===== config.mk =====
export PLATFORM = sky130hd
export DESIGN_NAME = cmp_channel
export DESIGN_NICKNAME = d
export VERILOG_FILES = /design/src/common/cmp_pkg.sv /design/src/channel/cmp_channel.sv /design/src/channel/cmp_seq_counter.sv
export VERILOG_INCLUDE_DIRS = /design/src /design/src/common
export SDC_FILE = /design/constraint.sdc
export NUM_CORES = 1
export LEC_CHECK = 0
export ABC_AREA = 1
export BUFFER_PORTS_ARGS = -buffer_cell sky130_fd_sc_hd__buf_2
export CAP_MARGIN = 10
export CORE_AREA = 2 2 155 157
export CTS_CLUSTER_SIZE = 25
export DETAILED_ROUTE_END_ITERATION = 12
export DIE_AREA = 0 0 157 159
export GPL_TIMING_DRIVEN = 0
export PLACE_DENSITY = 0.6
export SKIP_CTS_REPAIR_TIMING = 1
export SYNTH_ARGS = -nofsm -noshare
export SYNTH_HDL_FRONTEND = slang
export SYNTH_SLANG_ARGS = --single-unit

===== constraint.sdc =====
create_clock -name clk -period 3.29 [get_ports clk]
set_input_delay 0.329 -clock clk [delete_from_list [all_inputs] [get_ports clk]]
set_output_delay 0.329 -clock clk [all_outputs]
set_load 0.005 [all_outputs]

===== src/common/cmp_config.svh =====
// Completion manager configuration

`ifndef CMP_CONFIG_SVH
`define CMP_CONFIG_SVH

// channel and engine counts
`define CMP_CHANNELS    4
`define CMP_ENGINES     4

// datapath widths
`define CMP_REC_W       64
`define CMP_ADDR_W      64
`define CMP_WR_DATA_W   128
`define CMP_SEQ_W       30

// interrupt request flag inside a completion record
`define CMP_IRQ_BIT     34

// low bits of every completion write id
`define CMP_ID_TAG      3'b101

// interrupt payload
`define CMP_CTX_W       9
`define CMP_HANDLE_W    64

`endif


===== src/common/cmp_pkg.sv =====
// Completion manager types

`default_nettype none

`include "cmp_config.svh"

package cmp_pkg;

    typedef logic [$clog2(`CMP_CHANNELS)-1:0] ch_idx_t;

    // record as the engines hand it over
    typedef struct packed {
        logic [`CMP_REC_W-`CMP_IRQ_BIT-2:0] status_hi;
        logic                               irq_req;
        logic [`CMP_IRQ_BIT-1:0]            status_lo;
    } cmp_record_t;

    typedef union packed {
        logic [`CMP_REC_W-1:0] raw;
        cmp_record_t           f;
    } cmp_record_u;

    // one completion beat towards the host
    typedef struct packed {
        logic [`CMP_ADDR_W-1:0]             ea;
        logic [`CMP_WR_DATA_W-1:0]          data;
        logic [$bits(ch_idx_t)+2:0]         axi_id;
    } wr_req_t;

    typedef struct packed {
        logic [`CMP_CTX_W-1:0]    ctx;
        logic [`CMP_HANDLE_W-1:0] src;
    } irq_out_t;

endpackage

`default_nettype wire


===== src/channel/cmp_channel.sv =====
// Completion channel

`timescale 1ns/1ps
`default_nettype none

`include "cmp_config.svh"

module cmp_channel import cmp_pkg::*; (
    input  logic                    clk,
    input  logic                    rst_n,
    input  logic [`CMP_ENGINES-1:0] eng_done,
    input  cmp_record_u             eng_data [`CMP_ENGINES],
    output logic [`CMP_ENGINES-1:0] eng_okay,
    input  logic                    wr_fire,
    input  logic                    start,
    input  logic                    ended,
    input  logic [`CMP_SEQ_W-1:0]   last_id,
    output logic                    pending,
    output cmp_record_u             record,
    output logic [`CMP_SEQ_W-1:0]   seq,
    output logic                    irq_set,
    output logic                    done
);

    logic        capture;
    cmp_record_u win_rec;

    // engines only get through while nothing waits for the write port
    assign eng_okay = eng_done & {`CMP_ENGINES{~pending}};

    // lowest accepted engine wins
    always_comb begin
        capture = 1'b0;
        win_rec = eng_data[0];
        for (int e = `CMP_ENGINES - 1; e >= 0; e--) begin
            if (eng_okay[e]) begin
                capture = 1'b1;
                win_rec = eng_data[e];
            end
        end
    end

    // one shot per captured record
    assign irq_set = capture & win_rec.f.irq_req;

    always_ff @(posedge clk) begin
        if (capture) begin
            record <= win_rec;
        end
    end

    // capture needs pending low so it never meets a write accept
    always_ff @(posedge clk or negedge rst_n) begin
        if (!rst_n) begin
            pending <= 1'b0;
        end else if (capture) begin
            pending <= 1'b1;
        end else if (wr_fire) begin
            pending <= 1'b0;
        end
    end

    cmp_seq_counter u_seq (
        .clk     (clk),
        .rst_n   (rst_n),
        .start   (start),
        .ended   (ended),
        .wr_fire (wr_fire),
        .last_id (last_id),
        .seq     (seq),
        .done    (done)
    );

endmodule

`default_nettype wire


===== src/channel/cmp_seq_counter.sv =====
// Write sequence counter

`timescale 1ns/1ps
`default_nettype none

`include "cmp_config.svh"

module cmp_seq_counter (
    input  logic                  clk,
    input  logic                  rst_n,
    input  logic                  start,
    input  logic                  ended,
    input  logic                  wr_fire,
    input  logic [`CMP_SEQ_W-1:0] last_id,
    output logic [`CMP_SEQ_W-1:0] seq,
    output logic                  done
);

    logic ended_q;

    // first write of a run carries 1
    always_ff @(posedge clk or negedge rst_n) begin
        if (!rst_n) begin
            seq <= '0;
        end else if (start) begin
            seq <= `CMP_SEQ_W'(1);
        end else if (wr_fire) begin
            seq <= seq + 1'b1;
        end
    end

    always_ff @(posedge clk or negedge rst_n) begin
        if (!rst_n) begin
            ended_q <= 1'b0;
        end else if (start) begin
            ended_q <= 1'b0;
        end else if (ended) begin
            ended_q <= 1'b1;
        end
    end

    // all descriptors up to last_id have been written back
    assign done = ended_q & (seq > last_id);

endmodule

`default_nettype wire


==> flow_results.xml <==
<?xml version="1.0" encoding="UTF-8"?>
<metrics>
  <group name="outcome">
    <metric name="run_status" unit="">completed</metric>
  </group>
  <group name="yosys">
    <metric name="syn-num-nets" unit="">1099</metric>
    <metric name="yosys_register_bits" unit="">96</metric>
    <metric name="synth_cells" unit="">773</metric>
    <metric name="synth_cell_types" unit="">31</metric>
    <metric name="syn-cell-area" unit="um2">6470</metric>
    <metric name="synth.avg_cell_area" unit="um2">8.37</metric>
    <metric name="synth.yosys.seq_area_share" unit="%">42.1</metric>
    <metric name="ys_warn_count" unit="">0</metric>
  </group>
  <group name="power">
    <metric name="power_report.internal_total" unit="mW">3.53</metric>
    <metric name="leakagePower" unit="nW">4.83</metric>
    <metric name="comb_power_share" unit="%">44.6</metric>
    <metric name="switching_component_of_the_power" unit="mW">2.19</metric>
    <metric name="pwr_density_cell" unit="nW/um2">626</metric>
    <metric name="p_clk_share" unit="%">19.3</metric>
    <metric name="vdd.ir_drop.worst" unit="V">0.000439</metric>
    <metric name="power_switching_share" unit="%">38.3</metric>
    <metric name="share_seq_of_total_power" unit="%">36.1</metric>
    <metric name="power.total" unit="mW">5.73</metric>
  </group>
  <group name="worst_setup_path">
    <metric name="critPathRequiredTime" unit="ns">2.96</metric>
    <metric name="end_kind" unit="">output pin</metric>
    <metric name="critical_path.max_fanout" unit="">7</metric>
    <metric name="worst_ep_arrival_time" unit="ns">2.12</metric>
    <metric name="worst-r2r-setup-slack" unit="ns">1.01</metric>
    <metric name="worst_setup_path_start_kind" unit="">flop</metric>
    <metric name="worst_path_class_setup" unit="">flop to output pin</metric>
  </group>
  <group name="global_route">
    <metric name="grt_util_overall" unit="%">20.8</metric>
    <metric name="grt_pass1_vias" unit="">6919</metric>
    <metric name="maximum_number_of_pins_on_one_net_before_global_route_repair" unit="">65</metric>
    <metric name="initial_antenna_violation_count" unit="">9</metric>
    <metric name="grt_overflow" unit="">0</metric>
    <metric name="grt_pass1_wl" unit="um">39600</metric>
  </group>
  <group name="finish">
    <metric name="final_area" unit="um2">9150</metric>
    <metric name="share_of_cells_above_drive_strength_1" unit="%">40.5</metric>
    <metric name="area_growth_syn_to_layout" unit="%">41.5</metric>
    <metric name="nets" unit="">1505</metric>
    <metric name="fillers" unit="">2452</metric>
  </group>
  <group name="worst_hold_path">
    <metric name="holdCritPathClass" unit="">primary input to asynchronous set/reset pin</metric>
  </group>
  <group name="clock_network">
    <metric name="clock_sinks" unit="">96</metric>
    <metric name="tritoncts" unit="">built</metric>
    <metric name="number_of_h_tree_branching_levels" unit="">3</metric>
    <metric name="cts.root.buffer_cell" unit="">sky130_fd_sc_hd__clkbuf_16</metric>
    <metric name="worstSkewPairLatency" unit="ns">0.35</metric>
    <metric name="clkTransAtPathRegs" unit="ns">0.07</metric>
    <metric name="cts_buffers" unit="">9</metric>
    <metric name="ctsLongestPathBuffers" unit="">2</metric>
  </group>
  <group name="floorplanning">
    <metric name="start_util" unit="%">27.9</metric>
    <metric name="die_height" unit="um">159</metric>
    <metric name="die_x" unit="um">157</metric>
    <metric name="floorplan.core_area" unit="um2">23200</metric>
    <metric name="die_area" unit="um2">25000</metric>
    <metric name="core.rowCount" unit="">56</metric>
    <metric name="num_io_pins" unit="">396</metric>
  </group>
  <group name="drt">
    <metric name="drc" unit="">0</metric>
    <metric name="routed-via-count" unit="">7227</metric>
    <metric name="drtIter0Drc" unit="">409</metric>
    <metric name="wire_per_inst" unit="um">17.7</metric>
    <metric name="viasPerCell" unit="">4.80</metric>
    <metric name="detail-route-antenna-nets" unit="">0</metric>
    <metric name="route.final.wire_length" unit="um">26700</metric>
    <metric name="drt-pass1-iter-count" unit="">7</metric>
  </group>
  <group name="sta">
    <metric name="grt_setup_unrepaired" unit="">no</metric>
    <metric name="worst_hold_slack" unit="ns">0.0479</metric>
    <metric name="tightest_slew" unit="ns">0.911</metric>
    <metric name="final.period_utilization" unit="%">74.3</metric>
    <metric name="final_number_of_hold_violating_endpoints" unit="">0</metric>
    <metric name="period_needed" unit="ns">2.44</metric>
    <metric name="fin_skew" unit="ns">0.00978</metric>
    <metric name="timing.fmax" unit="MHz">409</metric>
    <metric name="setup_violations" unit="">0</metric>
    <metric name="slew-limit-headroom" unit="%">39.3</metric>
    <metric name="report.final.slew_viol_count" unit="">0</metric>
  </group>
  <group name="placed_design">
    <metric name="gp_congestion" unit="">0.894</metric>
    <metric name="portBuffers" unit="">395</metric>
    <metric name="dpl_cell_area" unit="um2">8850</metric>
    <metric name="place.detailed.hpwl" unit="um">21500</metric>
  </group>
  <group name="flow_run">
    <metric name="max_cap_viol_count" unit="">0</metric>
  </group>
</metrics>
==> synthesized netlist by cell type, drive strengths merged <==
cell type / number / area [um2]
o221ai: 1 / 8.76
or2: 1 / 6.26
and2: 1 / 6.26
buf: 39 / 200
ha: 31 / 388
nand3: 82 / 415
nor3: 7 / 46.3
nor2: 56 / 280
a21oi: 87 / 435
edfxtp: 64 / 1920
nor3b: 1 / 7.51
dfrtp: 32 / 801
nand2: 122 / 475
clkbuf: 3 / 11.3
o21ai: 23 / 119
o21a: 1 / 7.51
a22oi: 64 / 480
inv: 86 / 323
a21o: 63 / 473
nand4: 7 / 50.1
a31oi: 2 / 12.5
==> layout make-up <==
class / instances / area, um2 / area share, %
diodes: 3 / 7.51 / 0.0820
plain buffers: 42 / 211 / 2.31
clock buffers: 9 / 225 / 2.46
clock inverters: 7 / 71.3 / 0.779
inverters: 86 / 325 / 3.55
multi-input cells: 549 / 3210 / 35.1
flip-flops and latches: 96 / 2720 / 29.8
well taps: 319 / 399 / 4.36
repair buffers: 395 / 1980 / 21.6
==> logic make-up after synthesis <==
| family | Yosys count | share of synthesized area [%] |
|---|---|---|
| AND/OR/NAND/NOR | 277 | 19.9 |
| flip-flops | 96 | 42.1 |
| buffers and inverters | 128 | 8.26 |
| AO/OA/AOI/OAI | 241 | 23.8 |
| adder cells (fa/ha/maj) | 31 | 6.00 |
==> metrics by stage <==
| stage | setup WS [ns] | cells | utilization (%) | setup TNS, ns |
|---|---|---|---|---|
| after global placement | -0.378 | 1487 | 38.1 | -23.64 |
| after detailed placement | 0.977 | 1487 | 38.1 | 0 |
| after floorplan | 0.717 | 773 | - | 0 |
| after global routing | 0.729 | 1505 | 39.4 | 0 |
| after CTS | 0.841 | 1503 | 39.4 | 0 |
| final | 0.845 | 1506 | 39.5 | 0 |
==> per-layer routing <==
metal / GRT usage (%) / vias up / share of wire [%]
met3: 4.87 / 42 / 7.3
met1: 25.6 / 3326 / 41
met4: 5.88 / 12 / 2.3
li1: - / 3540 / -
met5: 0 / - / 0.29
met2: 36.1 / 307 / 50
==> layout by cell type, fill, tap and decap left out, drive strengths merged, types with 2 or more instances in the layout <==
cell type,instances
buf,434
nand2,122
a21oi,87
inv,87
nand3,82
a22oi,64
edfxtp,64
a21o,63
nor2,56
dfrtp,32
ha,31
o21ai,23
clkbuf,12
nor3,7
nand4,7
diode,3
clkinv,3
a31oi,2
clkinvlp,2
==> final timing paths <==
path,start,end,cells past startpoint
min,rst_n,u_seq.seq[0],1
min reg2reg,u_seq.ended_q,u_seq.ended_q,2
max in group asynchronous,rst_n,u_seq.seq[24],1
max reg2reg,pending,record[8],6
max,u_seq.seq[5],done,10
min in group clk,ended,u_seq.ended_q,3
==> flip-flops by register name (all words and copies together) (netlist names) <==
name           flops
pending            1
record            64
u_seq.ended_q      1
u_seq.seq         30
==> critical path, stage by stage, from the launching register on <==
cell and delay (ns):
sky130_fd_sc_hd__dfrtp_1 0.46, sky130_fd_sc_hd__ha_1 0.33, sky130_fd_sc_hd__nand2_1 0.07, sky130_fd_sc_hd__nor2_1 0.20
sky130_fd_sc_hd__nand2_1 0.12, sky130_fd_sc_hd__nand3_1 0.11, sky130_fd_sc_hd__nand2_1 0.06, sky130_fd_sc_hd__nand2_1 0.08
sky130_fd_sc_hd__nand2_1 0.06, sky130_fd_sc_hd__a21oi_1 0.14, sky130_fd_sc_hd__buf_2 0.13
==> power by group through the flow <==
| stage | clock network, mW | registers, mW | logic (mW) |
|---|---|---|---|
| after detailed placement | 0 | 2.10 | 2.56 |
| after floorplan | 0 | 2.18 | 1.25 |
| after global placement | 0 | 2.12 | 2.56 |
| after global routing | 1.18 | 2.12 | 2.79 |
| final | 1.11 | 2.07 | 2.55 |
| after CTS | 1.13 | 2.07 | 2.58 |
No activity file was read; power rests on OpenSTA's default activity.
