==> src/common/cmp_config.svh <==
// Completion manager configuration

`ifndef CMP_CONFIG_SVH
`define CMP_CONFIG_SVH

// channel and engine counts
`define CMP_CHANNELS    4
`define CMP_ENGINES     4

// datapath widths
`define CMP_REC_W       64
`define CMP_ADDR_W      64
`define CMP_WR_DATA_W   128
`define CMP_SEQ_W       30

// interrupt request flag inside a completion record
`define CMP_IRQ_BIT     34

// low bits of every completion write id
`define CMP_ID_TAG      3'b101

// interrupt payload
`define CMP_CTX_W       9
`define CMP_HANDLE_W    64

`endif

==> src/common/cmp_pkg.sv <==
// Completion manager types

`default_nettype none

`include "cmp_config.svh"

package cmp_pkg;

    typedef logic [$clog2(`CMP_CHANNELS)-1:0] ch_idx_t;

    // record as the engines hand it over
    typedef struct packed {
        logic [`CMP_REC_W-`CMP_IRQ_BIT-2:0] status_hi;
        logic                               irq_req;
        logic [`CMP_IRQ_BIT-1:0]            status_lo;
    } cmp_record_t;

    typedef union packed {
        logic [`CMP_REC_W-1:0] raw;
        cmp_record_t           f;
    } cmp_record_u;

    // one completion beat towards the host
    typedef struct packed {
        logic [`CMP_ADDR_W-1:0]             ea;
        logic [`CMP_WR_DATA_W-1:0]          data;
        logic [$bits(ch_idx_t)+2:0]         axi_id;
    } wr_req_t;

    typedef struct packed {
        logic [`CMP_CTX_W-1:0]    ctx;
        logic [`CMP_HANDLE_W-1:0] src;
    } irq_out_t;

endpackage

`default_nettype wire

==> src/verilog/cmp_write_arb.sv <==
// Completion write arbiter

`timescale 1ns/1ps
`default_nettype none

`include "cmp_config.svh"

module cmp_write_arb import cmp_pkg::*; (
    input  logic                     clk,
    input  logic                     rst_n,
    input  logic [`CMP_CHANNELS-1:0] pending,
    input  cmp_record_u              record [`CMP_CHANNELS],
    input  logic [`CMP_SEQ_W-1:0]    seq [`CMP_CHANNELS],
    input  logic [`CMP_ADDR_W-1:0]   completion_addr [`CMP_CHANNELS],
    output logic [`CMP_CHANNELS-1:0] wr_fire,
    output logic                     lcl_wr_valid,
    output wr_req_t                  lcl_wr_req,
    input  logic                     lcl_wr_ready
);

    localparam int PAD_W = `CMP_WR_DATA_W - `CMP_REC_W - `CMP_SEQ_W;

    ch_idx_t sel_ch;
    ch_idx_t cur_ch;
    logic    load;

    always_comb begin
        sel_ch = '0;
        for (int c = `CMP_CHANNELS - 1; c >= 0; c--) begin
            if (pending[c]) begin
                sel_ch = ch_idx_t'(c);
            end
        end
    end

    // a new beat is picked only while the port is idle
    assign load = ~lcl_wr_valid & (|pending);

    always_ff @(posedge clk or negedge rst_n) begin
        if (!rst_n) begin
            lcl_wr_valid <= 1'b0;
            cur_ch       <= '0;
        end else if (lcl_wr_valid) begin
            if (lcl_wr_ready) begin
                lcl_wr_valid <= 1'b0;
            end
        end else if (load) begin
            lcl_wr_valid <= 1'b1;
            cur_ch       <= sel_ch;
        end
    end

    // beat is frozen while valid is up
    always_ff @(posedge clk) begin
        if (load) begin
            lcl_wr_req.ea     <= completion_addr[sel_ch];
            lcl_wr_req.data   <= {record[sel_ch].raw, {PAD_W{1'b0}}, seq[sel_ch]};
            lcl_wr_req.axi_id <= {sel_ch, `CMP_ID_TAG};
        end
    end

    // accept pulse back to the owning channel
    always_comb begin
        for (int c = 0; c < `CMP_CHANNELS; c++) begin
            wr_fire[c] = lcl_wr_valid & lcl_wr_ready & (cur_ch == ch_idx_t'(c));
        end
    end

endmodule

`default_nettype wire
==> config.mk <==
export PLATFORM = sky130hd
export DESIGN_NAME = cmp_write_arb
export DESIGN_NICKNAME = d
export VERILOG_FILES = /design/src/common/cmp_pkg.sv /design/src/verilog/cmp_write_arb.sv
export VERILOG_INCLUDE_DIRS = /design/src /design/src/common
export SDC_FILE = /design/constraint.sdc
export NUM_CORES = 1
export LEC_CHECK = 0
export ABC_AREA = 1
export ABC_CLOCK_PERIOD_IN_PS = 5100
export BUFFER_PORTS_ARGS = -buffer_cell sky130_fd_sc_hd__buf_4
export CAP_MARGIN = 25
export CELL_PAD_IN_SITES_DETAIL_PLACEMENT = 1
export CELL_PAD_IN_SITES_GLOBAL_PLACEMENT = 1
export CORE_AREA = 2 2 323 325
export CTS_CLUSTER_SIZE = 20
export DETAILED_ROUTE_END_ITERATION = 7
export DIE_AREA = 0 0 325 327
export PLACE_DENSITY = 0.45
export SYNTH_ARGS = -nofsm -noshare
export SYNTH_HDL_FRONTEND = slang
export SYNTH_SLANG_ARGS = --single-unit
==> constraint.sdc <==
create_clock -name clk -period 5.1 [get_ports clk]
set_clock_uncertainty 0.1 [all_clocks]
set_input_delay 0.765 -clock clk [delete_from_list [all_inputs] [get_ports clk]]
set_output_delay 0.765 -clock clk [all_outputs]
set_load 0.005 [all_outputs]
==> metrics, run 1 <==
core area slightly above 0.1 mm2; Starting DRT DRC Count between 500 and 600; Congestion Overflow GR 0; Peak VDD IR 314 uV; CP max FO approximately 110; PortBufs about 800; number of synthesized register bits roughly 160; CTS tree built; fin nets 3445; fill count 12800; Lkg Pwr roughly 0.012 uW; clk sinks around 160; H-tree lvl count 4; initial antenna violation count 10; CTS Hold Bufs 1; Setup violations, final 0; Slew Limit Fails 0; Via density 3.67; dominant cell type by area after synthesis edfxtp_1; Hold/Removal Path Class input port to flip-flop; Avg Inst Size Synth roughly 6.3 um2; Register-to-Register Path Depth 4; post-synthesis mux area share 0%; Distinct cells, synth 16; Arrival @ worst endpoint 2960 ps; Design Power roughly 5700 uW; main combinational cell family by area after synthesis simple AND/OR/NAND/NOR gates; final hold violation count 0; kind of critical path input port to flip-flop; Worst Setup End Kind flip-flop; status complete, no violations; Worst-Skew Late Latency 500 ps; largest net degree at the start of global routing between 100 and 150; Worst Tran Pin Value around 1100 ps; clk buf depth 2; Worst Hold Depth 2; ranking of synthesized cells by area edfxtp_1 36%, nand3_1 24%, inv_1 18%; Req. time, crit path between 5000 and 6000 ps; Worst-path clk slew 80 ps; RSZ-0062 raised after global routing false; post-layout min period roughly 2900 ps; Clock Root Buffer clkbuf_16; sequential area share after synthesis between 30% and 40%; Initial Util between 10% and 20%; Crit. Startpoint pending[0]; Synth Cell Area roughly 0.013 mm2; Die X between 300 and 400 um; DR pass1 iterations 5; Syn Inst Count ~2100; drt drc 0; total CTS buffers 17; post-synthesis compound-gate area fraction less than 1%; share of layout cells above drive strength 1 between 30% and 40%; GP Congestion between 0.7 and 0.8; hold path startpoint lcl_wr_ready; Vias between 15000 and 20000; WL/cell approximately 18 um; WL final 75000 um; first-pass GRT wire length between 100000 and 150000 um; area share of the largest cell type after synthesis between 30% and 40%; IO Count 841; vias in the first global route around 16000; Die H 327 um; post-cts resize count 0; # Post-CTS Setup Buffers 0; post-DP HPWL 56100 um; Register Area 0.00488 mm2; Slew HR 29.1%; reg2reg start lcl_wr_valid; Max Fclk 0.342 GHz; sum of negative setup slack 0 ps; FP Rows around 120; Synth Warn # 0; Syn-to-layout area delta 58.4%; max-cap violations 0; PwrDens 270 mW/mm2; Startpoint Class input port; Synth Area in XOR/XNOR 0%; Post-Synth Simple-Gate Area roughly 38%; period utilisation layout between 50% and 60%; full die area 0.106 mm2; Reg2Reg Setup Slack ~2400 ps; post-synthesis adder-cell area fraction 0%; gr usage total about 14%; Post-DRT Antenna Nets 0; Multi-input gate area 0.00519 mm2
-- final cells by class --
cell class	count	area share, %
well taps	1380	8.20
clock buffers	20	2.07
flip-flops and latches	163	23.2
multi-input cells	1161	24.6
inverters	641	11.5
diodes	9	0.107
repair buffers	822	29.8
clock inverters	12	0.434
-- cell usage after synthesis --
cell type / count
nor2_1: 2
buf_1: 3
nand3_1: 633
buf_4: 48
nand2_1: 481
inv_1: 639
clkbuf_1: 25
buf_2: 99
nor3_1: 4
nand2_2: 1
o21ai_0: 3
edfxtp_1: 160
buf_8: 1
conb_1: 2
inv_2: 2
dfrtp_1: 3
-- cells in the final DEF (no fill, tap or decap) --
cell,n
nand3_1,633
nor2_1,2
clkbuf_1,3
nand2_8,1
inv_6,1
edfxtp_1,160
dlygate4sd3_1,1
diode_2,9
clkbuf_16,17
clkinv_1,3
clkinvlp_4,4
conb_1,37
nand2_1,479
o21ai_0,3
dfrtp_1,3
bufinv_16,1
inv_1,638
inv_8,2
buf_4,812
clkinv_2,4
nand2_4,2
nor3_1,4
buf_12,9
-- metrics by stage --
stage	instance area [um2]	worst slack [ps]	util [%]	instances	hold WS [ps]
after floorplan	13400	258	-	2141	369
after global placement	20500	1540	19.9	4166	427
after detailed placement	20500	1510	19.9	4166	426
after CTS	21000	2110	20.4	4199	303
after global routing	21100	2010	20.5	4207	327
final	21100	2180	20.5	4208	367
-- flip-flops by register name (all words and copies together) (netlist names) --
signal,count
lcl_wr_valid,1
lcl_wr_req,160
cur_ch,2
-- cell families after synthesis --
| kind of cell | Yosys count |
|---|---|
| AOI/OAI and AO/OA | 3 |
| buffers and inverters | 817 |
| DFF | 163 |
| other | 2 |
| and+or+nand+nor | 1121 |
-- per-layer routing --
metal | up-vias | share of wire [%] | global-route usage (%)
met2 | 476 | 52 | 24.7
met4 | 4 | 1.8 | 4.40
met5 | - | 0.036 | 0
met3 | 55 | 6.6 | 4.36
li1 | 7698 | - | -
met1 | 7207 | 40 | 15.6
-- worst paths after layout --
kind                                  end
setup / recovery           lcl_wr_req[85]
hold / removal               lcl_wr_valid
setup reg to reg           lcl_wr_req[85]
hold reg to reg                 cur_ch[1]
max in group asynchronous       cur_ch[0]
min in group asynchronous       cur_ch[1]
-- power by group --
group	internal, uW	switching [uW]	leakage, uW	total [uW]
registers	2050	149	0.00158	2200
logic	971	1180	0.0102	2150
clock network	662	676	0.000248	1340
total	3690	2010	0.0120	5690
-- critical path, stage by stage --
cell     delay [ps]
buf_4           110
inv_8           130
nand3_1         140
nand2_1         180
inv_8           610
buf_4           840
Note: power is estimated with default switching activity, not from simulation.
==> run 2, diff against run 1 <==
ABC_CLOCK_PERIOD_IN_PS = 2800   (was 5100)
clock period = 2.8 ns   (was 5.1 ns; I/O delays follow)
==> run 2 against run 1 <==
Against the previous run: die area is the same; count of clock-buffer cells in the layout shrank 2; power grew 89%; largest power group is now combinational cells; highest routed layer unchanged.
==> metrics, run 2 (synthesized netlist as in run 1, its figures left out) <==
status complete, no violations (unchanged); Worst Tran Pin Value 672 ps (was 1060 ps); Hold Slack 163 ps (was 367 ps); Design Power 10800 uW (was 5690 uW); most common cell after layout, fill and taps aside buf_4 (unchanged); period utilisation layout between 70% and 80%; fin nets 3471 (was 3445); Worst-Skew Late Latency 510 ps (was 500 ps); Starting DRT DRC Count 580 (was 569); Top Usage Layer GRT met2 (unchanged); Die X 325 um (unchanged); post-DP HPWL 60600 um (was 56100 um); Vias 15700 (was 15400); sum of negative setup slack 0 ps (unchanged); full die area 0.106 mm2 (unchanged); # Post-CTS Setup Buffers 0 (unchanged); core area 0.103 mm2 (unchanged); PortBufs 803 (unchanged); gr usage total 14.4% (was 13.9%); RSZ-0062 raised after global routing false (unchanged); Slowest-stage cell, CP dlygate4sd3_1 (was buf_4); Slew Limit Fails 0 (unchanged); critical path depth 5 (was 6); fill count 12800 (about the same); DR pass1 iterations 4 (was 5); final hold violation count 0 (unchanged); Crit. Startpoint lcl_wr_ready (was pending[0]); Syn-to-layout area delta 62.1% (was 58.4%); Req. time, crit path 2280 ps (was 5130 ps); GR Util met3 4.48% (was 4.36%); most frequent cells in the layout 821 x buf_4, 638 x inv_1, 632 x nand3_1, 478 x nand2_1, 160 x edfxtp_1 (was 812 x buf_4, 638 x inv_1, 633 x nand3_1, 479 x nand2_1, 160 x edfxtp_1); Max Fclk between 0.4 and 0.5 GHz; routing usage on met2 25.7% (was 24.7%); first-pass GRT wire length 112000 um (was 109000 um); Peak VDD IR 344 uV (was 314 uV); PwrDens 500 mW/mm2 (was 270 mW/mm2); Arrival @ worst endpoint 1540 ps (was 2960 ps); drt drc 0 (unchanged); CTS tree built (unchanged); total CTS buffers 17 (unchanged); non-filler cells, final 4241 (was 4208); FP Rows 118 (unchanged); largest net degree at the start of global routing 119 (was 133); Slew HR 55.2% (was 29.1%); Startpoint Class input port (unchanged); top flop regs lcl_wr_req (160), cur_ch (2), lcl_wr_valid (1) (unchanged); IO Count 841 (unchanged); Register-to-Register Path Depth 4 (unchanged); Crit path max-delay family buffers and inverters (unchanged); kind of critical path input port to primary output (was input port to flip-flop); WL final 78000 um (was 75000 um); clk sinks 163 (unchanged); Clock Root Buffer clkbuf_16 (unchanged); Worst-path clk slew 80 ps (about the same); Initial Util 12.9% (unchanged); Lkg Pwr 0.0122 uW (was 0.0120 uW); Setup violations, final 0 (unchanged); grt met1 use 16.2% (was 15.6%); cell area after layout 0.0215 mm2 (was 0.0211 mm2); Worst Setup End Kind primary output (was flip-flop); initial antenna violation count 19 (was 10); max FFs per register 160 (unchanged); max-cap violations 0 (unchanged); H-tree lvl count 4 (unchanged); post-cts resize count 0 (unchanged); cell mode on critical path buf_4; worst-path cell chain dlygate4sd3_1, buf_4, nand2_1, nor3_1, buf_4 (was buf_4, inv_8, nand3_1, nand2_1, inv_8, buf_4); GP Congestion 0.811 (was 0.773); Hold/Removal Path Class input port to asynchronous set/reset pin (was input port to flip-flop); Crit path buffers/inverters 3 (was 4); Congestion Overflow GR 0 (unchanged); post-layout min period 2060 ps; crit-path max cell delay 570 ps (was 840 ps); Most flops, register lcl_wr_req (unchanged); Via density 3.69 (was 3.67); vias in the first global route 16400 (was 16100); CP max FO 4 (was 106); clk buf depth 2 (unchanged); reg2reg start lcl_wr_valid (unchanged); WL/cell 18.4 um (was 17.8 um); Post-DRT Antenna Nets 0 (unchanged); Placed Area 0.0209 mm2 (was 0.0205 mm2); share of layout cells above drive strength 1 31.1% (was 30.3%); Placed Cells incl. Taps 4191 (was 4166); Die H 327 um (unchanged); CTS Hold Bufs 2 (was 1)
run 2: changes by cell type in the layout (fill, tap and decap cells not counted), sizes merged, moves of 2 or more:
cell / delta
clkinv: -4
diode: +7
inv: +4
buf: +25
clkbuf: -2
run 2: routing by layer:
| metal | routed length [um] | share of wire (%) |
|---|---|---|
| met1 | 31100 | 40 |
| met2 | 40100 | 51 |
| met3 | 5060 | 6.5 |
| met5 | 41 | 0.053 |
| met4 | 1690 | 2.2 |
run 2: report_power, final:
| part | total (uW) | internal, uW | switching (uW) |
|---|---|---|---|
| clock | 2630 | 1320 | 1310 |
| sequential | 4020 | 3720 | 291 |
| combinational | 4130 | 1900 | 2220 |
run 2: worst paths after layout:
kind                             endpoint  slack (ps)
max                            wr_fire[3]         740
min reg2reg                     cur_ch[1]         420
max in group asynchronous       cur_ch[1]        2340
min                             cur_ch[0]         160
max reg2reg                lcl_wr_req[78]        1060
min in group clk           lcl_wr_req[83]         160
run 2: stage by stage:
stage / utilization (%) / worst slack [ps]
3_3_place_gp: 20.3 / 440
4_1_cts: 20.9 / 716
6_report: 20.9 / 741
5_1_grt: 20.9 / 673
3_5_place_dp: 20.3 / 444
2_1_floorplan: - / -805
run 2: worst reg2reg max path, cell delays in order, from the launching register on:
cell and delay (ps):
dfrtp_1 410, inv_1 90, nand2_2 90, clkinvlp_4 270, buf_12 360
run 2: final cells by class:
type | instances | area [um2] | share of cell area [%]
Antenna cell | 16 | 40.0 | 0.186
Clock buffer | 18 | 429 | 1.99
Clock inverter | 14 | 151 | 0.703
Inverter | 641 | 2430 | 11.3
Multi-Input combinational cell | 1161 | 5200 | 24.1
Sequential cell | 163 | 4880 | 22.7
Tap cell | 1380 | 1730 | 8.02
Timing Repair Buffer | 848 | 6680 | 31.0
