### config.mk
export PLATFORM = sky130hd
export DESIGN_NAME = cmp_irq_fsm
export DESIGN_NICKNAME = d
export VERILOG_FILES = /design/src/common/cmp_pkg.sv /design/src/verilog/cmp_irq_fsm.sv
export VERILOG_INCLUDE_DIRS = /design/src /design/src/common
export SDC_FILE = /design/constraint.sdc
export NUM_CORES = 1
export LEC_CHECK = 0
export BUFFER_PORTS_ARGS = -buffer_cell sky130_fd_sc_hd__buf_2
export CORE_AREA = 10 10 154 156
export CTS_CLUSTER_SIZE = 8
export DETAILED_ROUTE_END_ITERATION = 8
export DIE_AREA = 0 0 164 166
export HOLD_SLACK_MARGIN = 0.08
export PLACE_DENSITY = 0.56
export SLEW_MARGIN = 20
export SYNTH_ARGS = -nofsm -noshare
export SYNTH_HDL_FRONTEND = slang
export SYNTH_SLANG_ARGS = --single-unit
### constraint.sdc
create_clock -name clk -period 1.4 [get_ports clk]
set_input_delay 0.14 -clock clk [delete_from_list [all_inputs] [get_ports clk]]
set_output_delay 0.14 -clock clk [all_outputs]
set_load 0.05 [all_outputs]
### src/common/cmp_config.svh
// Completion manager configuration

`ifndef CMP_CONFIG_SVH
`define CMP_CONFIG_SVH

// channel and engine counts
`define CMP_CHANNELS    4
`define CMP_ENGINES     4

// datapath widths
`define CMP_REC_W       64
`define CMP_ADDR_W      64
`define CMP_WR_DATA_W   128
`define CMP_SEQ_W       30

// interrupt request flag inside a completion record
`define CMP_IRQ_BIT     34

// low bits of every completion write id
`define CMP_ID_TAG      3'b101

// interrupt payload
`define CMP_CTX_W       9
`define CMP_HANDLE_W    64

`endif

### src/common/cmp_pkg.sv
// Completion manager types

`default_nettype none

`include "cmp_config.svh"

package cmp_pkg;

    typedef logic [$clog2(`CMP_CHANNELS)-1:0] ch_idx_t;

    // record as the engines hand it over
    typedef struct packed {
        logic [`CMP_REC_W-`CMP_IRQ_BIT-2:0] status_hi;
        logic                               irq_req;
        logic [`CMP_IRQ_BIT-1:0]            status_lo;
    } cmp_record_t;

    typedef union packed {
        logic [`CMP_REC_W-1:0] raw;
        cmp_record_t           f;
    } cmp_record_u;

    // one completion beat towards the host
    typedef struct packed {
        logic [`CMP_ADDR_W-1:0]             ea;
        logic [`CMP_WR_DATA_W-1:0]          data;
        logic [$bits(ch_idx_t)+2:0]         axi_id;
    } wr_req_t;

    typedef struct packed {
        logic [`CMP_CTX_W-1:0]    ctx;
        logic [`CMP_HANDLE_W-1:0] src;
    } irq_out_t;

endpackage

`default_nettype wire

### src/verilog/cmp_irq_fsm.sv
// Host interrupt FSM

`timescale 1ns/1ps
`default_nettype none

`include "cmp_config.svh"

module cmp_irq_fsm import cmp_pkg::*; (
    input  logic                     clk,
    input  logic                     rst_n,
    input  logic [`CMP_CHANNELS-1:0] irq_set,
    input  logic [`CMP_HANDLE_W-1:0] cmp_obj_handle [`CMP_CHANNELS],
    input  logic                     action_interrupt,
    input  irq_out_t                 action_irq,
    output logic                     action_interrupt_ack,
    output logic                     odma_interrupt,
    output irq_out_t                 odma_irq,
    input  logic                     odma_interrupt_ack
);

    localparam logic [1:0] IDLE    = 2'd0;
    localparam logic [1:0] CH_IRQ  = 2'd1;
    localparam logic [1:0] ACT_IRQ = 2'd2;

    logic [1:0]               state;
    ch_idx_t                  irq_ch;
    ch_idx_t                  low_ch;
    logic [`CMP_CHANNELS-1:0] irq_req;
    logic [`CMP_CHANNELS-1:0] served;
    logic                     ch_ack;

    always_comb begin
        low_ch = '0;
        for (int c = `CMP_CHANNELS - 1; c >= 0; c--) begin
            if (irq_req[c]) begin
                low_ch = ch_idx_t'(c);
            end
        end
    end

    assign ch_ack = (state == CH_IRQ) & odma_interrupt_ack;

    always_comb begin
        for (int c = 0; c < `CMP_CHANNELS; c++) begin
            served[c] = ch_ack & (irq_ch == ch_idx_t'(c));
        end
    end

    // a fresh request survives an ack on the same edge
    always_ff @(posedge clk or negedge rst_n) begin
        if (!rst_n) begin
            irq_req <= '0;
        end else begin
            irq_req <= irq_set | (irq_req & ~served);
        end
    end

    // channels go before the action
    always_ff @(posedge clk or negedge rst_n) begin
        if (!rst_n) begin
            state  <= IDLE;
            irq_ch <= '0;
        end else begin
            case (state)
                IDLE: begin
                    if (|irq_req) begin
                        state  <= CH_IRQ;
                        irq_ch <= low_ch;
                    end else if (action_interrupt) begin
                        state <= ACT_IRQ;
                    end
                end
                CH_IRQ, ACT_IRQ: begin
                    if (odma_interrupt_ack) begin
                        state <= IDLE;
                    end
                end
                default: state <= IDLE;
            endcase
        end
    end

    assign odma_interrupt       = (state != IDLE);
    assign action_interrupt_ack = (state == ACT_IRQ) & odma_interrupt_ack;

    always_comb begin
        case (state)
            CH_IRQ: begin
                odma_irq.ctx = '0;
                odma_irq.src = cmp_obj_handle[irq_ch];
            end
            ACT_IRQ: odma_irq = action_irq;
            default: odma_irq = '0;
        endcase
    end

endmodule

`default_nettype wire

==> results of run 1 <==
==> metrics by stage <==
step,util [%],setup WS [ns],setup TNS (ns)
6_report,33.7,-0.654,-40.84
3_5_place_dp,27.7,-0.498,-25.44
2_1_floorplan,-,-0.180,-10.25
4_1_cts,30.4,-0.648,-40.60
3_3_place_gp,27.7,-0.468,-23.17
5_1_grt,33.7,-0.720,-45.82
==> worst max-delay path, stage by stage, from the launching register on <==
cell and delay (ns):
dfrtp_1 0.39, inv_2 0.09, ha_4 0.21, nand3b_1 0.15
buf_6 0.20, clkbuf_16 0.19, o22ai_1 0.07, a21o_2 0.21
buf_6 0.15
==> flip-flops by register name (all words and copies together), names as in the netlist <==
signal	flops
irq_ch	2
irq_req	4
state	2
==> where the power goes <==
| part | switching (mW) | total, mW | internal (mW) |
|---|---|---|---|
| sequential | 0.123 | 0.439 | 0.315 |
| clock | 0.134 | 0.516 | 0.381 |
| combinational | 7.97 | 14.8 | 6.88 |
| total | 8.22 | 15.8 | 7.58 |
==> layout make-up <==
cell class	count	area, µm²	share of cell area [%]
inverters	4	15.0	0.215
clock buffers	4	78.8	1.13
flip-flops and latches	8	204	2.92
repair buffers	467	3420	48.9
multi-input cells	298	2920	41.8
well taps	275	344	4.93
diodes	1	2.50	0.0358
==> Yosys cell counts, drive strengths merged (4+ instances only) <==
master    n  area (µm²)
clkbuf    7        46.3
inv       4        15.0
a21o     68         510
buf      29         275
nor2      4        15.0
and2     11        68.8
mux2i   128        1280
dfrtp     8         200
o22ai    64         400
==> final timing paths <==
path                           endpoint       start  depth (start not counted)
min in group asynchronous      state[0]       rst_n                          2
max in group asynchronous     irq_ch[1]       rst_n                          2
min                          irq_req[3]  irq_set[3]                          2
min reg2reg                  irq_req[0]  irq_req[0]                          1
max reg2reg                  irq_req[2]    state[1]                          6
max                        odma_irq[32]    state[0]                          8
==> cells by family after synthesis <==
kind of cell    after synthesis  synth area share [%]
mux                         128                  43.1
flops                         8                  6.74
simple gates                 27                  5.18
compound gates              140                  32.4
buf+inv                      40                  11.3
fa+ha+maj                     3                  1.26
==> repair_timing <==
action	CTS	global route
hold endpoints to repair	9	0
hold buffers	2	0
pin swaps	1	2
resized for setup	131	116
endpoints found under the setup margin	77	77
buffers inserted	2	3
cloned	2	7
==> per-layer routing <==
metal	vias up	global-route usage, %	part of all wire (%)
met4	0	1.28	0.65
met3	12	3.02	8.4
li1	2225	-	-
met2	242	24.3	53
met1	2128	13.7	38
met5	-	0	0
==> flow_summary.json, run 1 <==
{
  "layout-drive-gt1-share_pct": 75.7,
  "nFillCells": 2154,
  "io_pins": 412,
  "cts_buffers": 3,
  "finalPower_mw": 15.8,
  "synth-seq-cells": 8,
  "antenna_left": 0,
  "slew_headroom_pct": 69.5,
  "die_h_um": 166,
  "hold_ws_ns": 0.0868,
  "cp.arrival_ns": 1.91,
  "max_freq_mhz": 487,
  "final_common_cell": "buf_2",
  "skew_ns": 0.000938,
  "post-dp-hpwl_um": 16100,
  "crit_type": "reg -> out",
  "clockRootBuffer": "clkbuf_16",
  "synthCells": 346,
  "antenna_found_initial": 0,
  "rows": 53,
  "peakVddDrop_mv": 1.38,
  "outcome": "finished with violations",
  "syn2layout_area_growth_pct": 135,
  "worstMarginPinSlew_ns": 0.453,
  "seq_area_frac_synth_pct": 6.74,
  "grt_use_total_pct": 12.6,
  "dpl-instance-area_um2": 5730,
  "grt_pass1_wl_um": 27800,
  "port_buffers": 411,
  "syn-cell-area_um2": 2970,
  "grt_pass1_vias": 4959,
  "cts_tree": "built",
  "p_per_area_nw_per_um2": 2260,
  "ys.warnings.count": 0,
  "rrSetupSlack_ns": 0,
  "ys_async_sr_fraction_pct": 100,
  "cp-end-kind": "output pin",
  "route.detailed.wl_per_inst_um": 20.0,
  "gr-total-overflow": 0,
  "period_minus_slack_ns": 2.05,
  "placed_cells": 1037,
  "post-route-period-util_pct": 147,
  "grt_max_degree": 36,
  "gp_congestion": 0.871,
  "layout_common_cells": "buf_2 (336), mux2i_1 (125), a21o_2 (53)",
  "final_cell_area_um2": 6980,
  "fp.dieArea_um2": 27200,
  "drc": 0,
  "synthesis.nets": 686,
  "firstDrtPassIters": 4,
  "fin_nets": 1122,
  "synth_edf_count": 0,
  "coreArea_um2": 20700,
  "finalHoldViolCount": 0,
  "synth_cell_types": 30,
  "clk_pin_slew_ns": 0.04,
  "worstSkewPairLatency_ns": 0.24,
  "cp.required_ns": 1.26,
  "drt_iter0_drc": 235,
  "wl_um": 21100,
  "start_util_pct": 14.4,
  "worstHoldPathType": "in -> reg",
  "setup_violations": 74,
  "critPathMaxFanout": 8,
  "cap_violations": 0,
  "cts.sinks": 8,
  "setup_ws_ns": -0.654,
  "h-tree-depth": 1,
  "startpoint_type": "register",
  "violations": "setup timing",
  "cts_buffer_depth": 2,
  "rsz0062_at_grt": "yes",
  "syn_avg_cell_area_um2": 8.58,
  "vias_per_cell": 4.36,
  "leakage_nw": 3.73,
  "dieWidth_um": 164,
  "slew_viol_final": 0,
  "fin_cells": 1057,
  "vias": 4607,
  "synth_ff_type": "dfrtp_1"
}
Power figures use the tool's default switching activity.
==> run 2, diff against run 1 <==
==> constraint.sdc (replaced) <==
create_clock -name clk -period 1.4 [get_ports clk]
set_input_delay 0.07 -clock clk [delete_from_list [all_inputs] [get_ports clk]]
set_output_delay 0.07 -clock clk [all_outputs]
set_load 0.05 [all_outputs]
==> run 2 against run 1 <==
The run still ends with setup timing left; clock power down 3%; cell count rose by 1.0%; maximum frequency up 3.7%; wire length rose by 7.0%; non-clock buffer count rose by 12; hold slack improved by 0.044 ns; via count increased by 3.2%; cell area is 2.9% higher; sequential share of layout area is 0.082 points lower; flip-flop and latch count is the same; critical path depth is the same; critical path type unchanged; largest cell class unchanged.
==> flow_summary.json, run 2 (synthesis results as in run 1) <==
{
  "outcome": "finished with violations",
  "route.detailed.wl_per_inst_um": 21.2,
  "cts_buffer_depth": 2,
  "clkPwrFrac_pct": 3.1,
  "clockRootBuffer": "clkbuf_16",
  "p_sw_share_pct": 52.0,
  "worstHoldStart": "action_interrupt",
  "slew_viol_final": 0,
  "vias": 4753,
  "final_common_cell": "buf_2",
  "port_buffers": 411,
  "cts_tree": "built",
  "gp_congestion": 0.936,
  "cts.sinks": 8,
  "diodes": 0,
  "clk_pin_slew_ns": 0.04,
  "rsz0062_at_grt": "yes",
  "power.switching_mw": 8.30,
  "cap_violations": 0,
  "setup_violations": 74,
  "grt_use_total_pct": 14.7,
  "start_util_pct": 14.4,
  "io_pins": 412,
  "gr-total-overflow": 0,
  "worstSkewPairLatency_ns": 0.23,
  "finalHoldViolCount": 0,
  "startpoint": "state[0]",
  "h-tree-depth": 1,
  "top_regs": "irq_req x4, irq_ch x2, state x2",
  "cp-end-kind": "output pin",
  "layout-drive-gt1-share_pct": 75.0,
  "vias_per_cell": 4.45,
  "worstHoldPathType": "in -> reg",
  "die_h_um": 166,
  "slew_headroom_pct": 72.1,
  "fp.dieArea_um2": 27200,
  "grt_max_degree": 28,
  "regMostFlops": "irq_req",
  "p_seq_share_pct": 2.6,
  "antenna_left": 0,
  "syn2layout_area_growth_pct": 142,
  "dieWidth_um": 164,
  "cts_buffers": 3,
  "grt_pass1_vias": 5332,
  "p_int_mw": 7.67,
  "period_minus_slack_ns": 1.98,
  "layout_common_cells": "buf_2 (338), mux2i_1 (124), buf_6 (53)",
  "p_comb_share_pct": 94.3,
  "cp.arrival_ns": 1.91,
  "setup_ws_ns": -0.581,
  "fin_setup_tns_ns": -35.58,
  "wl_um": 22600,
  "startpoint_type": "register",
  "drt_iter0_drc": 261,
  "fin_util_pct": 34.7,
  "peakVddDrop_mv": 1.02,
  "post-dp-hpwl_um": 16200,
  "skew_ns": 0.00168,
  "firstDrtPassIters": 4,
  "r2r-start": "irq_ch[1]",
  "max_freq_mhz": 505,
  "leakage_nw": 3.83,
  "worstMarginPinSlew_ns": 0.414,
  "critPathMaxFanout": 5,
  "violations": "setup timing",
  "grt_pass1_wl_um": 31400,
  "cp.required_ns": 1.33,
  "fin_nets": 1134,
  "drc": 0,
  "coreArea_um2": 20700,
  "antenna_found_initial": 0,
  "p_per_area_nw_per_um2": 2220,
  "crit_type": "reg -> out",
  "post-route-period-util_pct": 141,
  "rows": 53,
  "largest_reg_flops": 4
}
## run 2: changes by cell type in the layout (fill, tap and decap cells not counted), moves of 3 or more
cell and change:
buf_8 -15, buf_6 +11, buf_16 +10, o22ai_1 +5
o22ai_2 -5, a21o_2 -4, a21o_4 +4, buf_4 +4
dlygate4sd3_1 +3
## run 2: critical path, cell delays in order (launching register included)
cell and delay (ns):
dfrtp_1 0.38, inv_2 0.07, buf_4 0.14, ha_4 0.15, and2_4 0.17, buf_12 0.15
bufbuf_16 0.27, a21o_4 0.19, buf_6 0.15
## run 2: layout make-up
| class | count | area [µm²] |
|---|---|---|
| Inverter | 4 | 15.0 |
| Timing Repair Buffer | 479 | 3640 |
| Multi-Input combinational cell | 298 | 2900 |
| Sequential cell | 8 | 204 |
| Fill cell | 2135 | 13500 |
| Clock buffer | 4 | 78.8 |
| Tap cell | 275 | 344 |
## run 2: per-stage QoR
stage	instances	total power, mW	hold WS, ns	setup WS, ns	cell area, µm²
finish	1068	16.0	0.131	-0.581	7180
floorplan	346	9.14	-0.226	-0.110	3210
detailed placement	1030	11.7	-0.0701	-0.436	5640
global placement	1030	11.6	-0.0753	-0.399	5640
global route	1068	16.7	0.187	-0.650	7180
CTS	1062	15.5	0.138	-0.609	6970
## run 2: what timing repair did
item / CTS / global route
resized for setup: 218 / 21
endpoints found under the hold margin: 12 / 0
setup endpoints to repair: 74 / 77
pin swaps: 0 / 3
hold buffers: 5 / 0
setup buffers: 11 / 2
cloned: 12 / 5
## run 2: power groups by stage
stage               Clock [mW]  Sequential (mW)  Combinational, mW
floorplan                    0            0.370               8.77
global placement             0            0.417               11.2
detailed placement           0            0.417               11.3
CTS                      0.510            0.417               14.6
global route             0.522            0.438               15.7
finish                   0.498            0.419               15.1
## run 2: per-layer routing
layer	GRT usage, %	vias to the layer above	share of wire, %
met3	3.37	23	8.2
met4	2.49	0	1.5
li1	-	2256	-
met1	16.7	2236	38
met5	0	-	0
met2	27.1	238	52
## run 2: worst paths after layout
check | end | slack (ns) | depth (start not counted)
worst max-delay path | odma_irq[11] | -0.58 | 8
worst min-delay path | state[1] | 0.13 | 3
worst max register to register | irq_req[1] | 0.06 | 5
worst min register to register | irq_req[3] | 0.53 | 1
max in group asynchronous | irq_ch[1] | 0.99 | 2
min in group asynchronous | state[0] | 0.22 | 2
==> run 3, diff against run 2 <==
- CORE_AREA: 10 10 154 156 -> 5 5 157 159
- DIE_AREA: 0 0 164 166 -> 0 0 162 164
- PLACE_DENSITY: 0.56 -> 0.52
- REMOVE_ABC_BUFFERS: unset -> 1
==> run 3 against run 2 <==
The flow still finishes with violations (setup timing); critical path type unchanged; cell count is essentially flat; die area fell by 2.4%; clock skew down 0.0011 ns; maximum frequency grew 3.4%; cell area is 8.1% lower; non-clock buffer count is 16 lower; hold slack got worse by 0.0010 ns; clock power about the same; sequential power fell by 5.0%; sequential share of layout area up 0.25 points; flip-flop and latch count did not move.
==> flow_summary.json, run 3 (synthesis results as in run 1) <==
{
  "post-dp-hpwl_um": 14300,
  "io_pins": 412,
  "worstHoldPathType": "in -> reg",
  "rows": 56,
  "final_common_cell": "buf_2",
  "finalPower_mw": 14.5,
  "crit_type": "reg -> out",
  "wl_met1_um": 7200,
  "max_freq_mhz": 522,
  "drc": 0,
  "layout_common_cells": "buf_2 (337), mux2i_1 (118), a21o_1 (68)",
  "worst_r2r_endpoint": "irq_req[1]",
  "antenna_found_initial": 0,
  "fin_setup_tns_ns": -30.52,
  "power.switching_mw": 7.88,
  "cts.sinks": 8,
  "top_layer": "met4",
  "h-tree-depth": 1,
  "cp.required_ns": 1.33,
  "worstHoldStart": "action_interrupt",
  "fin_nets": 1118,
  "dr_wl_met2_um": 10000,
  "grt_pass1_wl_um": 25900,
  "ff2ff_path_depth": 5,
  "gr-total-overflow": 0,
  "cts_buffers": 3,
  "vias_per_cell": 4.29,
  "grt_pass1_vias": 4929,
  "regMostFlops": "irq_req",
  "worstMarginPinSlew_ns": 0.344,
  "grt_max_degree": 35,
  "cp.arrival_ns": 1.85,
  "p_per_area_nw_per_um2": 2200,
  "finalHoldViolCount": 0,
  "wl_um": 18800,
  "clkPwrFrac_pct": 3.4,
  "startpoint_type": "register",
  "setup_violations": 74,
  "diodes": 0,
  "worstSkewPairLatency_ns": 0.23,
  "hold_end": "state[1]",
  "clk_pin_slew_ns": 0.04,
  "p_sw_share_pct": 54.3,
  "die_h_um": 164,
  "multi_input_area_um2": 2760,
  "rsz0062_at_grt": "yes",
  "top_regs": "irq_req x4, irq_ch x2, state x2",
  "outcome": "finished with violations",
  "slew_headroom_pct": 76.4,
  "start_util_pct": 12.8,
  "dr_wl_met3_um": 1350,
  "nFillCells": 2473,
  "period_minus_slack_ns": 1.92,
  "dieWidth_um": 162,
  "clockRootBuffer": "clkbuf_16",
  "fin_cells": 1067,
  "gp_congestion": 0.850,
  "largest_reg_flops": 4,
  "rrSetupSlack_ns": 0.06,
  "peakVddDrop_mv": 1.15,
  "fp.dieArea_um2": 26600,
  "cap_violations": 0,
  "seqCellArea_um2": 204,
  "post-route-period-util_pct": 137,
  "skew_ns": 0.000546,
  "leakage_nw": 3.77,
  "hold_depth": 3,
  "route.detailed.wl_per_inst_um": 17.6,
  "r2r-start": "irq_ch[1]",
  "antenna_left": 0,
  "setup_ws_ns": -0.516,
  "placed_cells": 1049,
  "vias": 4580,
  "drt_iter0_drc": 190,
  "cp-end-kind": "output pin",
  "fin_util_pct": 28.5,
  "syn2layout_area_growth_pct": 122,
  "coreArea_um2": 23100,
  "cts_buffer_depth": 2,
  "layout-drive-gt1-share_pct": 66.9,
  "critPathMaxFanout": 14,
  "cts_tree": "built",
  "slew_viol_final": 0,
  "grt_use_total_pct": 12.2,
  "violations": "setup timing",
  "firstDrtPassIters": 4,
  "p_seq_share_pct": 2.7,
  "p_int_mw": 6.61,
  "p_comb_share_pct": 93.8,
  "port_buffers": 411
}
run 3: worst max-delay path by stage:
| stage | cells past startpoint | slack [ns] | to | from |
|---|---|---|---|---|
| final | 6 | -0.52 | odma_irq[0] | irq_ch[1] |
| after global routing | 8 | -0.58 | odma_irq[14] | state[1] |
| after CTS | 9 | -0.54 | odma_irq[13] | state[1] |
| after detailed placement | 7 | -0.39 | odma_irq[2] | state[0] |
| after global placement | 7 | -0.38 | odma_irq[2] | state[0] |
| after floorplan | 3 | -3.69 | odma_irq[0] | irq_ch[1] |
run 3: repair_timing:
item,CTS,global route
hold endpoints to repair,12,0
gates cloned,5,1
buffers inserted,6,0
pin swaps,3,3
hold buffers,5,0
gates resized for setup,154,54
setup endpoints to repair,75,77
run 3: through the flow:
stage	worst slack (ns)	instance area [µm²]	hold slack, ns
detailed placement	-0.389	5560	-0.0720
CTS	-0.540	6390	0.123
finish	-0.516	6600	0.130
global placement	-0.379	5560	-0.0742
floorplan	-3.69	2650	-0.226
global route	-0.580	6600	0.130
run 3: per-layer routing:
metal	vias up	track usage (%)
li1	2221	-
met1	2109	14.4
met2	234	23.2
met3	16	2.26
met4	0	2.00
met5	-	0
run 3: power by group through the flow:
stage / Clock (mW) / Sequential [mW] / Combinational, mW
floorplan: 0 / 0.591 / 6.13
global placement: 0 / 0.383 / 10.9
detailed placement: 0 / 0.384 / 10.9
CTS: 0.509 / 0.396 / 13.2
global route: 0.524 / 0.410 / 14.2
finish: 0.498 / 0.398 / 13.6
run 3: cell type report:
type / instances / area share, %
Clock buffer: 4 / 1.19
Inverter: 4 / 0.228
Multi-Input combinational cell: 298 / 41.8
Sequential cell: 8 / 3.09
Tap cell: 290 / 5.50
Timing Repair Buffer: 463 / 48.2
run 3: worst max-delay path: stages (launching register included):
cell	delay, ns
dfrtp_4	0.51
buf_12	0.18
buf_4	0.17
mux2i_1	0.30
o22ai_4	0.11
a21o_1	0.17
buf_6	0.15
